===== config.mk =====
export PLATFORM = sky130hd
export DESIGN_NAME = spinner_top
export DESIGN_NICKNAME = d
export VERILOG_FILES = /design/src/spinner_pkg.sv /design/src/control_decoder.sv /design/src/position_accumulator.sv /design/src/quadrature_encoder.sv /design/src/spinner_top.sv
export SDC_FILE = /design/constraint.sdc
export NUM_CORES = 1
export LEC_CHECK = 0
export ABC_AREA = 0
export BUFFER_PORTS_ARGS = -buffer_cell sky130_fd_sc_hd__buf_2
export CAP_MARGIN = 10
export CORE_ASPECT_RATIO = 1.75
export CORE_MARGIN = 3
export CORE_UTILIZATION = 51
export DETAILED_ROUTE_END_ITERATION = 10
export PLACE_DENSITY = 0.77
export SYNTH_ARGS = -nofsm -noshare
export SYNTH_HDL_FRONTEND = slang
export SYNTH_HIERARCHICAL = 1
export SYNTH_SLANG_ARGS = --single-unit

===== constraint.sdc =====
create_clock -name CLK_48M -period 3.9 [get_ports CLK_48M]
set_input_delay 0.195 -clock CLK_48M [delete_from_list [all_inputs] [get_ports CLK_48M]]
set_output_delay 0.195 -clock CLK_48M [all_outputs]
set_load 0.02 [all_outputs]

===== src/spinner_pkg.sv =====
// Spinner input package
// Shared widths, quadrature phase encoding, PS/2 key codes,
// joystick bit positions and D-pad step sizes

package spinner_pkg;

	typedef logic signed [11:0] pos_t;	// Pending movement in encoder edges
	typedef logic signed [11:0] delta_t;	// Signed step into the accumulator
	typedef logic [7:0]         key_code_t;	// PS/2 scan code
	typedef logic [31:0]        joy_t;	// Host joystick button word

	// AB output of the spinner, named by bit pattern
	typedef enum logic [1:0] {
		PH_11 = 2'b11,
		PH_10 = 2'b10,
		PH_00 = 2'b00,
		PH_01 = 2'b01
	} quad_phase_t;

	////////////////////////////////////////////////////////////
	// Key codes, set 2 make codes
	localparam key_code_t KEY_START1  = 8'h16;	// 1
	localparam key_code_t KEY_START2  = 8'h1E;	// 2
	localparam key_code_t KEY_COIN1   = 8'h2E;	// 5
	localparam key_code_t KEY_COIN2   = 8'h36;	// 6
	localparam key_code_t KEY_SERVICE = 8'h46;	// 9
	localparam key_code_t KEY_FAST    = 8'h11;	// Alt
	localparam key_code_t KEY_LEFT    = 8'h6B;	// Cursor left
	localparam key_code_t KEY_RIGHT   = 8'h74;	// Cursor right
	localparam key_code_t KEY_FIRE    = 8'h29;	// Space

	// Joystick bit positions
	localparam int JOY_RIGHT  = 0;
	localparam int JOY_LEFT   = 1;
	localparam int JOY_FIRE   = 4;
	localparam int JOY_FAST   = 5;
	localparam int JOY_START1 = 6;
	localparam int JOY_COIN1  = 7;
	localparam int JOY_START2 = 8;

	// Edges per D-pad repeat
	localparam delta_t DPAD_STEP_SLOW = 12'sd4;
	localparam delta_t DPAD_STEP_FAST = 12'sd9;

endpackage


===== src/control_decoder.sv =====
// Player control decoder
// PS/2 keyboard events and joystick bits become active-low button strobes.
// Mouse X motion and held D-pad directions become signed movement steps.
`timescale 1ns/100ps

module control_decoder #(
	parameter int REPEAT_CYCLES = 384000	// D-pad repeat period in clocks
) (
	input  logic                CLK_48M,
	input  logic                rst_n,
	input  logic [10:0]         ps2_key,	// Toggle, pressed, code
	input  logic [24:0]         ps2_mouse,	// Toggle, X, sign, buttons
	input  spinner_pkg::joy_t   joy,
	output logic                fire_n,
	output logic                start1_n,
	output logic                start2_n,
	output logic                coin1_n,
	output logic                coin2_n,
	output logic                service_n,
	output logic                step_valid,	// One cycle pulse
	output spinner_pkg::delta_t step_delta
);

	localparam int REP_W = $clog2(REPEAT_CYCLES);

	////////////////////////////////////////////////////////////
	// Keyboard

	spinner_pkg::key_code_t key_code;
	logic key_pressed;
	logic key_tgl_q;
	logic key_event;

	logic btn_fire, btn_fast, btn_left, btn_right;
	logic btn_start1, btn_start2, btn_coin1, btn_coin2, btn_service;

	assign key_code    = ps2_key[7:0];
	assign key_pressed = ps2_key[9];	// 1 on make, 0 on break
	assign key_event   = ps2_key[10] ^ key_tgl_q;	// Host flips bit 10 per event

	always_ff @(posedge CLK_48M) begin
		if (!rst_n) begin
			key_tgl_q   <= ps2_key[10];	// No event out of reset
			btn_fire    <= 1'b0;
			btn_fast    <= 1'b0;
			btn_left    <= 1'b0;
			btn_right   <= 1'b0;
			btn_start1  <= 1'b0;
			btn_start2  <= 1'b0;
			btn_coin1   <= 1'b0;
			btn_coin2   <= 1'b0;
			btn_service <= 1'b0;
		end else begin
			key_tgl_q <= ps2_key[10];
			if (key_event) begin
				case (key_code)
					spinner_pkg::KEY_START1:  btn_start1  <= key_pressed;
					spinner_pkg::KEY_START2:  btn_start2  <= key_pressed;
					spinner_pkg::KEY_COIN1:   btn_coin1   <= key_pressed;
					spinner_pkg::KEY_COIN2:   btn_coin2   <= key_pressed;
					spinner_pkg::KEY_SERVICE: btn_service <= key_pressed;
					spinner_pkg::KEY_FAST:    btn_fast    <= key_pressed;
					spinner_pkg::KEY_LEFT:    btn_left    <= key_pressed;
					spinner_pkg::KEY_RIGHT:   btn_right   <= key_pressed;
					spinner_pkg::KEY_FIRE:    btn_fire    <= key_pressed;
					default: ;	// Other keys ignored
				endcase
			end
		end
	end

	// Merged controls, active high
	logic m_fast, m_left, m_right;

	assign m_fast  = btn_fast  | joy[spinner_pkg::JOY_FAST];
	assign m_left  = btn_left  | joy[spinner_pkg::JOY_LEFT];
	assign m_right = btn_right | joy[spinner_pkg::JOY_RIGHT];

	// Board side strobes are active low
	assign fire_n    = ~(btn_fire | joy[spinner_pkg::JOY_FIRE] | (|ps2_mouse[1:0]));
	assign start1_n  = ~(btn_start1 | joy[spinner_pkg::JOY_START1]);
	assign start2_n  = ~(btn_start2 | joy[spinner_pkg::JOY_START2]);
	assign coin1_n   = ~(btn_coin1 | joy[spinner_pkg::JOY_COIN1]);
	assign coin2_n   = ~btn_coin2;	// Keyboard only
	assign service_n = ~btn_service;

	////////////////////////////////////////////////////////////
	// Movement steps

	logic mouse_tgl_q;
	logic mouse_event;
	spinner_pkg::delta_t mouse_delta;
	logic [REP_W-1:0] rep_cnt;
	logic dpad_held;
	logic dpad_fire;
	spinner_pkg::delta_t dpad_step;
	spinner_pkg::delta_t dpad_delta;

	assign mouse_event = ps2_mouse[24] ^ mouse_tgl_q;
	// X is 9 bit two's complement, sign in bit 4
	assign mouse_delta = {{4{ps2_mouse[4]}}, ps2_mouse[15:8]};

	assign dpad_held  = m_left | m_right;
	assign dpad_fire  = dpad_held && (rep_cnt == REP_W'(REPEAT_CYCLES - 1));
	assign dpad_step  = m_fast ? spinner_pkg::DPAD_STEP_FAST : spinner_pkg::DPAD_STEP_SLOW;
	assign dpad_delta = m_right ? dpad_step : -dpad_step;	// Right wins if both held

	always_ff @(posedge CLK_48M) begin
		if (!rst_n) begin
			mouse_tgl_q <= ps2_mouse[24];
			rep_cnt     <= '0;
			step_valid  <= 1'b0;
		end else begin
			mouse_tgl_q <= ps2_mouse[24];
			step_valid  <= mouse_event | dpad_fire;
			if (!dpad_held || dpad_fire)
				rep_cnt <= '0;	// Idle or period done
			else
				rep_cnt <= rep_cnt + REP_W'(1);
		end
	end

	// Step value, mouse first when both land together
	always_ff @(posedge CLK_48M) begin
		if (mouse_event)
			step_delta <= mouse_delta;
		else if (dpad_fire)
			step_delta <= dpad_delta;
	end

endmodule


===== src/position_accumulator.sv =====
// Spinner position accumulator
// Holds signed movement not yet sent to the encoder. Adds decoder steps
// and moves one unit toward zero each time the encoder emits an edge.
`timescale 1ns/100ps

module position_accumulator (
	input  logic                CLK_48M,
	input  logic                rst_n,
	input  logic                step_valid,
	input  spinner_pkg::delta_t step_delta,
	input  logic                drain,	// One edge sent
	output logic                pending,	// Position nonzero
	output logic                pending_neg	// Position below zero
);

	spinner_pkg::pos_t pos;
	spinner_pkg::pos_t pos_drained;
	spinner_pkg::pos_t pos_nxt;
	logic add_ok;

	// Refuse steps once the top two bits split, keeps the sum in range
	assign add_ok = ~(pos[11] ^ pos[10]);

	////////////////////////////////////////////////////////////
	// Next position

	always_comb begin
		pos_drained = pos;
		if (drain) begin
			if (pos[11])
				pos_drained = pos + spinner_pkg::pos_t'(1);	// Negative, count up
			else
				pos_drained = pos - spinner_pkg::pos_t'(1);
		end

		pos_nxt = pos_drained;
		if (step_valid && add_ok)
			pos_nxt = pos_drained + step_delta;	// Drain and step both apply
	end

	always_ff @(posedge CLK_48M) begin
		if (!rst_n)
			pos <= '0;
		else
			pos <= pos_nxt;
	end

	// Status seen by the encoder
	assign pending     = (pos != '0);
	assign pending_neg = pos[11];

endmodule


===== src/quadrature_encoder.sv =====
// Quadrature spinner encoder
// Emits one AB phase step per tick while movement is pending, walking
// the phase in the direction of the pending sign, and reports each
// step back to the accumulator as a drain pulse
`timescale 1ns/100ps

module quadrature_encoder #(
	parameter int TICK_CYCLES = 12000	// Clocks per encoder edge
) (
	input  logic                     CLK_48M,
	input  logic                     rst_n,
	input  logic                     pending,
	input  logic                     pending_neg,
	output logic                     drain,	// Edge emitted this cycle
	output spinner_pkg::quad_phase_t spinner	// AB to the board
);

	localparam int TICK_W = $clog2(TICK_CYCLES);

	logic [TICK_W-1:0] tick_cnt;
	logic tick;
	spinner_pkg::quad_phase_t phase;
	spinner_pkg::quad_phase_t phase_nxt;

	////////////////////////////////////////////////////////////
	// Edge rate

	assign tick = (tick_cnt == TICK_W'(TICK_CYCLES - 1));

	always_ff @(posedge CLK_48M) begin
		if (!rst_n)
			tick_cnt <= '0;
		else if (tick)
			tick_cnt <= '0;	// Free running, wraps every period
		else
			tick_cnt <= tick_cnt + TICK_W'(1);
	end

	// Only step when there is something left to send
	assign drain = tick & pending;

	////////////////////////////////////////////////////////////
	// Phase FSM

	always_comb begin
		phase_nxt = phase;
		if (pending_neg) begin
			// Negative: 11 -> 10 -> 00 -> 01
			case (phase)
				spinner_pkg::PH_11: phase_nxt = spinner_pkg::PH_10;
				spinner_pkg::PH_10: phase_nxt = spinner_pkg::PH_00;
				spinner_pkg::PH_00: phase_nxt = spinner_pkg::PH_01;
				spinner_pkg::PH_01: phase_nxt = spinner_pkg::PH_11;
				default:            phase_nxt = spinner_pkg::PH_11;
			endcase
		end else begin
			// Positive: 11 -> 01 -> 00 -> 10
			case (phase)
				spinner_pkg::PH_11: phase_nxt = spinner_pkg::PH_01;
				spinner_pkg::PH_01: phase_nxt = spinner_pkg::PH_00;
				spinner_pkg::PH_00: phase_nxt = spinner_pkg::PH_10;
				spinner_pkg::PH_10: phase_nxt = spinner_pkg::PH_11;
				default:            phase_nxt = spinner_pkg::PH_11;
			endcase
		end
	end

	always_ff @(posedge CLK_48M) begin
		if (!rst_n)
			phase <= spinner_pkg::PH_11;	// Rest position of the spinner
		else if (drain)
			phase <= phase_nxt;
	end

	assign spinner = phase;

endmodule


===== src/spinner_top.sv =====
// Spinner input top level
// Decoder feeds signed steps into the accumulator, the encoder drains
// the accumulator one quadrature edge per tick toward the game board
`timescale 1ns/100ps

module spinner_top #(
	parameter int REPEAT_CYCLES = 384000,	// About 8 ms at 48 MHz
	parameter int TICK_CYCLES   = 12000	// About 4 kHz edge rate
) (
	input  logic                     CLK_48M,
	input  logic                     rst_n,
	input  logic [10:0]              ps2_key,
	input  logic [24:0]              ps2_mouse,
	input  spinner_pkg::joy_t        joy,
	output spinner_pkg::quad_phase_t spinner,
	output logic                     fire_n,
	output logic                     start1_n,
	output logic                     start2_n,
	output logic                     coin1_n,
	output logic                     coin2_n,
	output logic                     service_n
);

	logic                step_valid;
	spinner_pkg::delta_t step_delta;
	logic                pending;
	logic                pending_neg;
	logic                drain;

	////////////////////////////////////////////////////////////
	// Producer, buffer, consumer

	control_decoder #(
		.REPEAT_CYCLES (REPEAT_CYCLES)
	) u_control_decoder (
		.CLK_48M    (CLK_48M),
		.rst_n      (rst_n),
		.ps2_key    (ps2_key),
		.ps2_mouse  (ps2_mouse),
		.joy        (joy),
		.fire_n     (fire_n),
		.start1_n   (start1_n),
		.start2_n   (start2_n),
		.coin1_n    (coin1_n),
		.coin2_n    (coin2_n),
		.service_n  (service_n),
		.step_valid (step_valid),
		.step_delta (step_delta)
	);

	position_accumulator u_position_accumulator (
		.CLK_48M     (CLK_48M),
		.rst_n       (rst_n),
		.step_valid  (step_valid),
		.step_delta  (step_delta),
		.drain       (drain),
		.pending     (pending),
		.pending_neg (pending_neg)
	);

	quadrature_encoder #(
		.TICK_CYCLES (TICK_CYCLES)
	) u_quadrature_encoder (
		.CLK_48M     (CLK_48M),
		.rst_n       (rst_n),
		.pending     (pending),
		.pending_neg (pending_neg),
		.drain       (drain),
		.spinner     (spinner)
	);

endmodule


==> results of run 1 <==
==> through the flow <==
step | total power [uW] | hold slack (ns) | setup slack (ns) | utilization [%]
after floorplan | 1200 | 0.223 | 0.166 | -
after global placement | 1340 | 0.324 | 0.197 | 56.8
after detailed placement | 1360 | 0.325 | 0.113 | 56.8
after CTS | 2170 | 0.118 | 0.0957 | 60.7
after global routing | 2290 | 0.144 | 0.00167 | 61.5
final | 2180 | 0.135 | 0.145 | 61.5
==> cell families (layout without fill, tap and decap cells) <==
logic type	Yosys count	count (layout)
AO/OA/AOI/OAI	87	87
XOR/XNOR	43	43
adder cells (fa/ha/maj)	30	30
buffers and inverters	34	96
flip-flops	68	68
multiplexers	19	19
AND/OR/NAND/NOR	209	209
==> flip-flops by register name, summed over array words and instances (netlist names) <==
signal,count
u_quadrature_encoder/spinner,2
u_control_decoder/btn_fire,1
u_control_decoder/btn_start2,1
u_control_decoder/mouse_tgl_q,1
u_control_decoder/btn_fast,1
u_control_decoder/rep_cnt,19
u_control_decoder/btn_start1,1
u_control_decoder/btn_left,1
u_control_decoder/step_valid,1
u_quadrature_encoder/tick_cnt,14
u_control_decoder/btn_coin1,1
u_control_decoder/step_delta,9
u_control_decoder/btn_coin2,1
u_control_decoder/key_tgl_q,1
u_position_accumulator/pos,12
u_control_decoder/btn_right,1
u_control_decoder/btn_service,1
==> synth_stat cells, types with 3 or more instances <==
cell type,count,share of area [%]
dfxtp_1,59,27
nor2_1,59,5.1
nand2_1,40,3.5
ha_1,28,8.1
xnor2_1,26,5.2
inv_1,19,1.6
nand3_1,19,2.2
o21ai_0,19,2.2
xor2_1,17,3.4
a21oi_1,15,1.7
nor3_1,14,1.6
nor4_1,14,2.0
mux2i_1,13,3.0
a21o_1,12,2.1
nand4_1,12,1.7
a211oi_1,9,1.6
edfxtp_1,9,6.2
clkbuf_1,7,0.60
nor4b_1,6,1.2
and4_1,5,1.0
mux2_2,5,1.3
nor2b_1,5,0.72
o21a_1,5,0.86
or3_1,5,0.72
a31oi_1,4,0.58
and2_1,4,0.58
and3_1,4,0.58
buf_6,4,1.0
or2_2,4,0.58
buf_4,3,0.52
o21bai_1,3,0.52
o41ai_1,3,0.60
==> power by group through the flow <==
stage	Combinational, uW	Clock (uW)	Sequential, uW
floorplan	419	0	781
global placement	548	0	790
detailed placement	568	0	792
CTS	575	823	777
global route	662	843	781
finish	598	804	778
==> worst max path at each step <==
stage / endpoint / slack [ns] / depth (start not counted)
2_1_floorplan: u_position_accumulator/pos[11]$_SDFF_PN0_ / 0.17 / 16
3_3_place_gp: u_position_accumulator/pos[11]$_SDFF_PN0_ / 0.20 / 17
3_5_place_dp: u_position_accumulator/pos[11]$_SDFF_PN0_ / 0.11 / 17
4_1_cts: u_position_accumulator/pos[11]$_SDFF_PN0_ / 0.1 / 17
5_1_grt: u_position_accumulator/pos[11]$_SDFF_PN0_ / 0.002 / 17
6_report: u_position_accumulator/pos[11]$_SDFF_PN0_ / 0.14 / 17
==> critical path, stage by stage, from the launching register on <==
cell and delay (ns):
dfxtp_1 0.35, inv_2 0.07, buf_4 0.15, ha_1 0.20, nor4b_1 0.15, nand3_1 0.09, nand3_1 0.12, nor4_4 0.35
buf_6 0.19, mux2_2 0.34, ha_1 0.31, a21o_1 0.21, a2111oi_2 0.36, o21a_1 0.22, o211a_1 0.16, nor3_1 0.05
nor3b_1 0.20, buf_4 0.16
==> cell type report <==
class                           instances  share of cell area [%]
Clock inverter                          6                    1.00
Timing Repair Buffer                   60                    7.15
Clock buffer                           10                    4.90
Inverter                               20                    1.47
Tap cell                              115                    2.82
Multi-Input combinational cell        388                    54.2
Sequential cell                        68                    28.4
==> per-layer routing <==
layer | vias to the layer above | share of wire, % | routed length (um) | track usage, %
met5 | - | 0 | 0 | 0
met4 | 0 | 4.7 | 472 | 14.8
met3 | 34 | 3.3 | 331 | 3.85
met2 | 89 | 56 | 5660 | 39.9
met1 | 1799 | 36 | 3620 | 21.6
li1 | 1901 | - | - | -
==> timing repair <==
action                                  4_1_cts  5_1_grt
hold endpoints to repair                      2        0
hold buffers                                  2        0
endpoints found under the setup margin        0        2
resized for setup                             0       19
buffers inserted                              0        2
==> flow_summary.json, run 1 <==
{
  "crit_type": "reg -> reg",
  "synth_top_family_by_area": "simple AND/OR/NAND/NOR gates",
  "grt_overflow": 0,
  "place_inst": 647,
  "r2r-end": "u_position_accumulator/pos[11]$_SDFF_PN0_",
  "place_area_um2": 4720,
  "stdcell_area_um2": 5110,
  "finalSetupTns_ns": 0,
  "clock_path_buffers": 2,
  "layout.cells.non_filler": 667,
  "yosys_warnings": 6,
  "grt_pass1_wl_um": 16800,
  "r2r_start": "u_position_accumulator/pos[11]$_SDFF_PN0_",
  "switchingPower_uw": 686,
  "holdPathEnd": "u_control_decoder/step_delta[5]$_DFFE_PP_",
  "mostFrequentLayoutCells": "dfxtp_1, nor2_1, nand2_1, buf_2",
  "worstPathMaxFanout": 6,
  "htree_levels": 3,
  "worst_pin_slew_ns": 0.920,
  "holdPathStages": 3,
  "core-area_um2": 8310,
  "synth.distinct_cells": 65,
  "ys_ff_latch": 68,
  "crit_arrival_ns": 4.03,
  "diodes": 0,
  "clock_skew_ns": 0.00562,
  "worstHoldStart": "ps2_mouse[13]",
  "dieArea_um2": 9720,
  "fin_nets": 647,
  "startpoint_type": "flop",
  "outcome": "finished clean",
  "swShare_pct": 31.5,
  "place_hpwl_um": 7660,
  "row_count": 44,
  "p_int_uw": 1490,
  "syn_nets": 590,
  "die_h_um": 128,
  "synth_cells": 490,
  "vias_per_cell": 5.73,
  "gp_routability_congestion": 0.914,
  "start_util_pct": 52.3,
  "io_pins": 78,
  "root_buffer": "clkbuf_16",
  "rsz0062_at_grt": "no",
  "fill_cells": 703,
  "drive_gt1_share_pct": 19.4,
  "synthAdderAreaFrac_pct": 8.98,
  "final_common_cell": "dfxtp_1",
  "relSlewSlack_pct": 38.5,
  "ys_seq_area_share_pct": 33.4,
  "power_frac_seq_pct": 35.7,
  "end_kind": "flop",
  "first_pass_iters": 4,
  "finalSetupViolations": 0,
  "synth-xor-area-share_pct": 8.66,
  "synth_edf_count": 9,
  "synth.avg_cell_area_um2": 8.88,
  "combPwrFrac_pct": 27.4,
  "startpoint": "u_position_accumulator/pos[11]$_SDFF_PN0_",
  "wirelength_um": 10100,
  "powerDensity_nw_per_um2": 427,
  "grt_max_degree": 19,
  "report.final.slew_viol_count": 0,
  "cts_tree": "yes",
  "multi_input_area_um2": 2770,
  "cts_buffers": 9,
  "via_count": 3823,
  "synth-simple-area-share_pct": 26.2,
  "crit_required_ns": 4.18,
  "clkLatencyLatePin_ns": 0.34,
  "ys.flop_type": "dfxtp_1",
  "grt_pass1_vias": 3854,
  "synth_area_um2": 4350,
  "period_share_pct": 96.3,
  "max_clock_freq_ghz": 0.266,
  "io_buffers": 38,
  "syn_to_final_growth_pct": 17.5,
  "hold_violations": 0,
  "initialDrtViolationCount": 195,
  "r2r_cells": 17,
  "grt_usage_pct": 22.1,
  "avgRoutedWirePerCell_um": 15.1,
  "ff2ff_setup_slack_ns": 0.14,
  "async_reset_ff_share_pct": 0,
  "detail-route-antenna-nets": 0,
  "antenna_found_initial": 0,
  "drc_errors": 0,
  "cts.sinks": 68,
  "leakagePower_uw": 0.00212,
  "drv_cap": 0,
  "synth_mux_area_share_pct": 4.63,
  "synth-compound-area-share_pct": 14.2,
  "clockPowerShare_pct": 36.9,
  "regArea_um2": 1450,
  "die_w_um": 75.8,
  "hold_class": "in -> reg",
  "clkTransAtPathRegs_ns": 0.06,
  "fin_crit_ns": 3.76,
  "irDropWorstVdd_v": 0.000349
}
No activity file was read; power rests on OpenSTA's default activity.
==> inputs of run 2 (changes only) <==
Settings changed: RECOVER_POWER set to 50.
==> flow_summary.json, run 2 (synthesized netlist as in run 1, its figures left out) <==
{
  "largest_register_ffs": 19,
  "detail-route-antenna-nets": 0,
  "root_buffer": "clkbuf_16",
  "crit_required_ns": 4.18,
  "start_util_pct": 52.3,
  "final_common_cell": "dfxtp_1",
  "crit_chain": "inv_2, buf_4, ha_1, nor4b_1, nand3_1, nand3_1, nor4_4, buf_6, mux2_2, ha_1, a21o_1, a2111oi_2, o21a_1, o211a_1, nor3_1, nor3b_1, buf_4",
  "cts.sinks": 68,
  "core-area_um2": 8310,
  "cp_top_family": "simple AND/OR/NAND/NOR gates",
  "antenna_found_initial": 0,
  "finalSetupViolations": 0,
  "relSlewSlack_pct": -34.1,
  "critPathMaxStageDelay_ns": 0.36,
  "worst_pin_slew_ns": 1.99,
  "syn_to_final_growth_pct": 16.1,
  "clock_skew_ns": 0.00604,
  "fill_cells": 714,
  "vias_per_cell": 5.76,
  "grt_pass1_vias": 3854,
  "via_count": 3840,
  "top_regs": "u_control_decoder/rep_cnt (19), u_quadrature_encoder/tick_cnt (14), u_position_accumulator/pos (12)",
  "first_pass_iters": 4,
  "hold_class": "in -> reg",
  "crit_type": "reg -> reg",
  "grt_max_degree": 19,
  "top_register": "u_control_decoder/rep_cnt",
  "initialDrtViolationCount": 202,
  "clkLatencyLatePin_ns": 0.34,
  "die_h_um": 128,
  "place_area_um2": 4720,
  "drc_errors": 0,
  "mostFrequentLayoutCells": "dfxtp_1, nor2_1, nand2_1, buf_2",
  "htree_levels": 3,
  "grt_overflow": 0,
  "avgRoutedWirePerCell_um": 15.2,
  "io_pins": 78,
  "diodes": 0,
  "startpoint_type": "flop",
  "finalSetupTns_ns": 0,
  "irDropWorstVdd_v": 0.000349,
  "hold_violations": 0,
  "leakagePower_uw": 0.00207,
  "violations": "max-capacitance violations, max-slew violations",
  "row_count": 44,
  "cts_tree": "yes",
  "cts_buffers": 9,
  "period_share_pct": 96.4,
  "die_w_um": 75.8,
  "clock_path_buffers": 2,
  "critPathSlowestCell": "nor4_4",
  "place_inst": 647,
  "io_buffers": 38,
  "max_clock_freq_ghz": 0.266,
  "clkTransAtPathRegs_ns": 0.06,
  "final_util_pct": 60.7,
  "end_kind": "flop",
  "report.final.slew_viol_count": 33,
  "worstPathMaxFanout": 6,
  "rsz0062_at_grt": "no",
  "layout.cells.non_filler": 667,
  "grt_pass1_wl_um": 16800,
  "gp_routability_congestion": 0.914,
  "path_buf_inv": 4,
  "wirelength_um": 10200,
  "drive_gt1_share_pct": 16.8,
  "fin_crit_ns": 3.76,
  "place_hpwl_um": 7660,
  "fin_nets": 647,
  "drv_cap": 2,
  "outcome": "finished with violations",
  "grt_usage_pct": 22.1,
  "powerDensity_nw_per_um2": 431,
  "stdcell_area_um2": 5050,
  "dieArea_um2": 9720,
  "crit_arrival_ns": 4.04
}
run 2: final timing paths:
kind	slack, ns	cells past startpoint	start	to
min reg2reg	0.46	1	u_control_decoder/rep_cnt[0]$_SDFF_PP0_	u_control_decoder/rep_cnt[0]$_SDFF_PP0_
max	0.14	17	u_position_accumulator/pos[11]$_SDFF_PN0_	u_position_accumulator/pos[11]$_SDFF_PN0_
min	0.13	3	ps2_mouse[13]	u_control_decoder/step_delta[5]$_DFFE_PP_
max reg2reg	0.14	17	u_position_accumulator/pos[11]$_SDFF_PN0_	u_position_accumulator/pos[11]$_SDFF_PN0_
run 2: worst register-to-register path, stage by stage (launching register included):
cell and delay (ns):
dfxtp_1 0.35, inv_2 0.07, buf_4 0.15, ha_1 0.20, nor4b_1 0.15, nand3_1 0.09, nand3_1 0.12, nor4_4 0.36
buf_6 0.19, mux2_2 0.35, ha_1 0.31, a21o_1 0.21, a2111oi_2 0.36, o21a_1 0.22, o211a_1 0.16, nor3_1 0.05
nor3b_1 0.20, buf_4 0.16
run 2: repair_timing:
item / in CTS / in global routing
gates resized for setup: 0 / 19
endpoints found under the hold margin: 2 / 0
buffers inserted: 0 / 2
hold buffers: 2 / 0
endpoints found under the setup margin: 0 / 2
run 2: cell type report:
class | instances | area, um2 | area share, %
clock inverters | 6 | 51.3 | 1.02
flip-flops and latches | 68 | 1450 | 28.7
well taps | 115 | 144 | 2.85
inverters | 20 | 75.1 | 1.49
repair buffers | 60 | 353 | 6.99
clock buffers | 10 | 250 | 4.96
multi-input cells | 388 | 2730 | 54.0
run 2: per-layer routing:
layer  GRT usage [%]  part of all wire [%]
met1            21.6                    36
met2            39.9                    56
met3            3.85                   3.3
met4            14.8                   4.6
met5               0                     0
run 2: stage by stage:
stage | setup WS [ns] | hold slack (ns) | total power [uW]
after floorplan | 0.166 | 0.223 | 1200
after global placement | 0.197 | 0.324 | 1340
final | 0.140 | 0.133 | 2180
after CTS | 0.0957 | 0.118 | 2170
after detailed placement | 0.113 | 0.325 | 1360
after global routing | 0.00192 | 0.144 | 2280
run 2: report_power, final:
group | internal, uW | switching, uW
logic | 267 | 328
clock network | 478 | 328
registers | 747 | 30.1
total | 1490 | 686
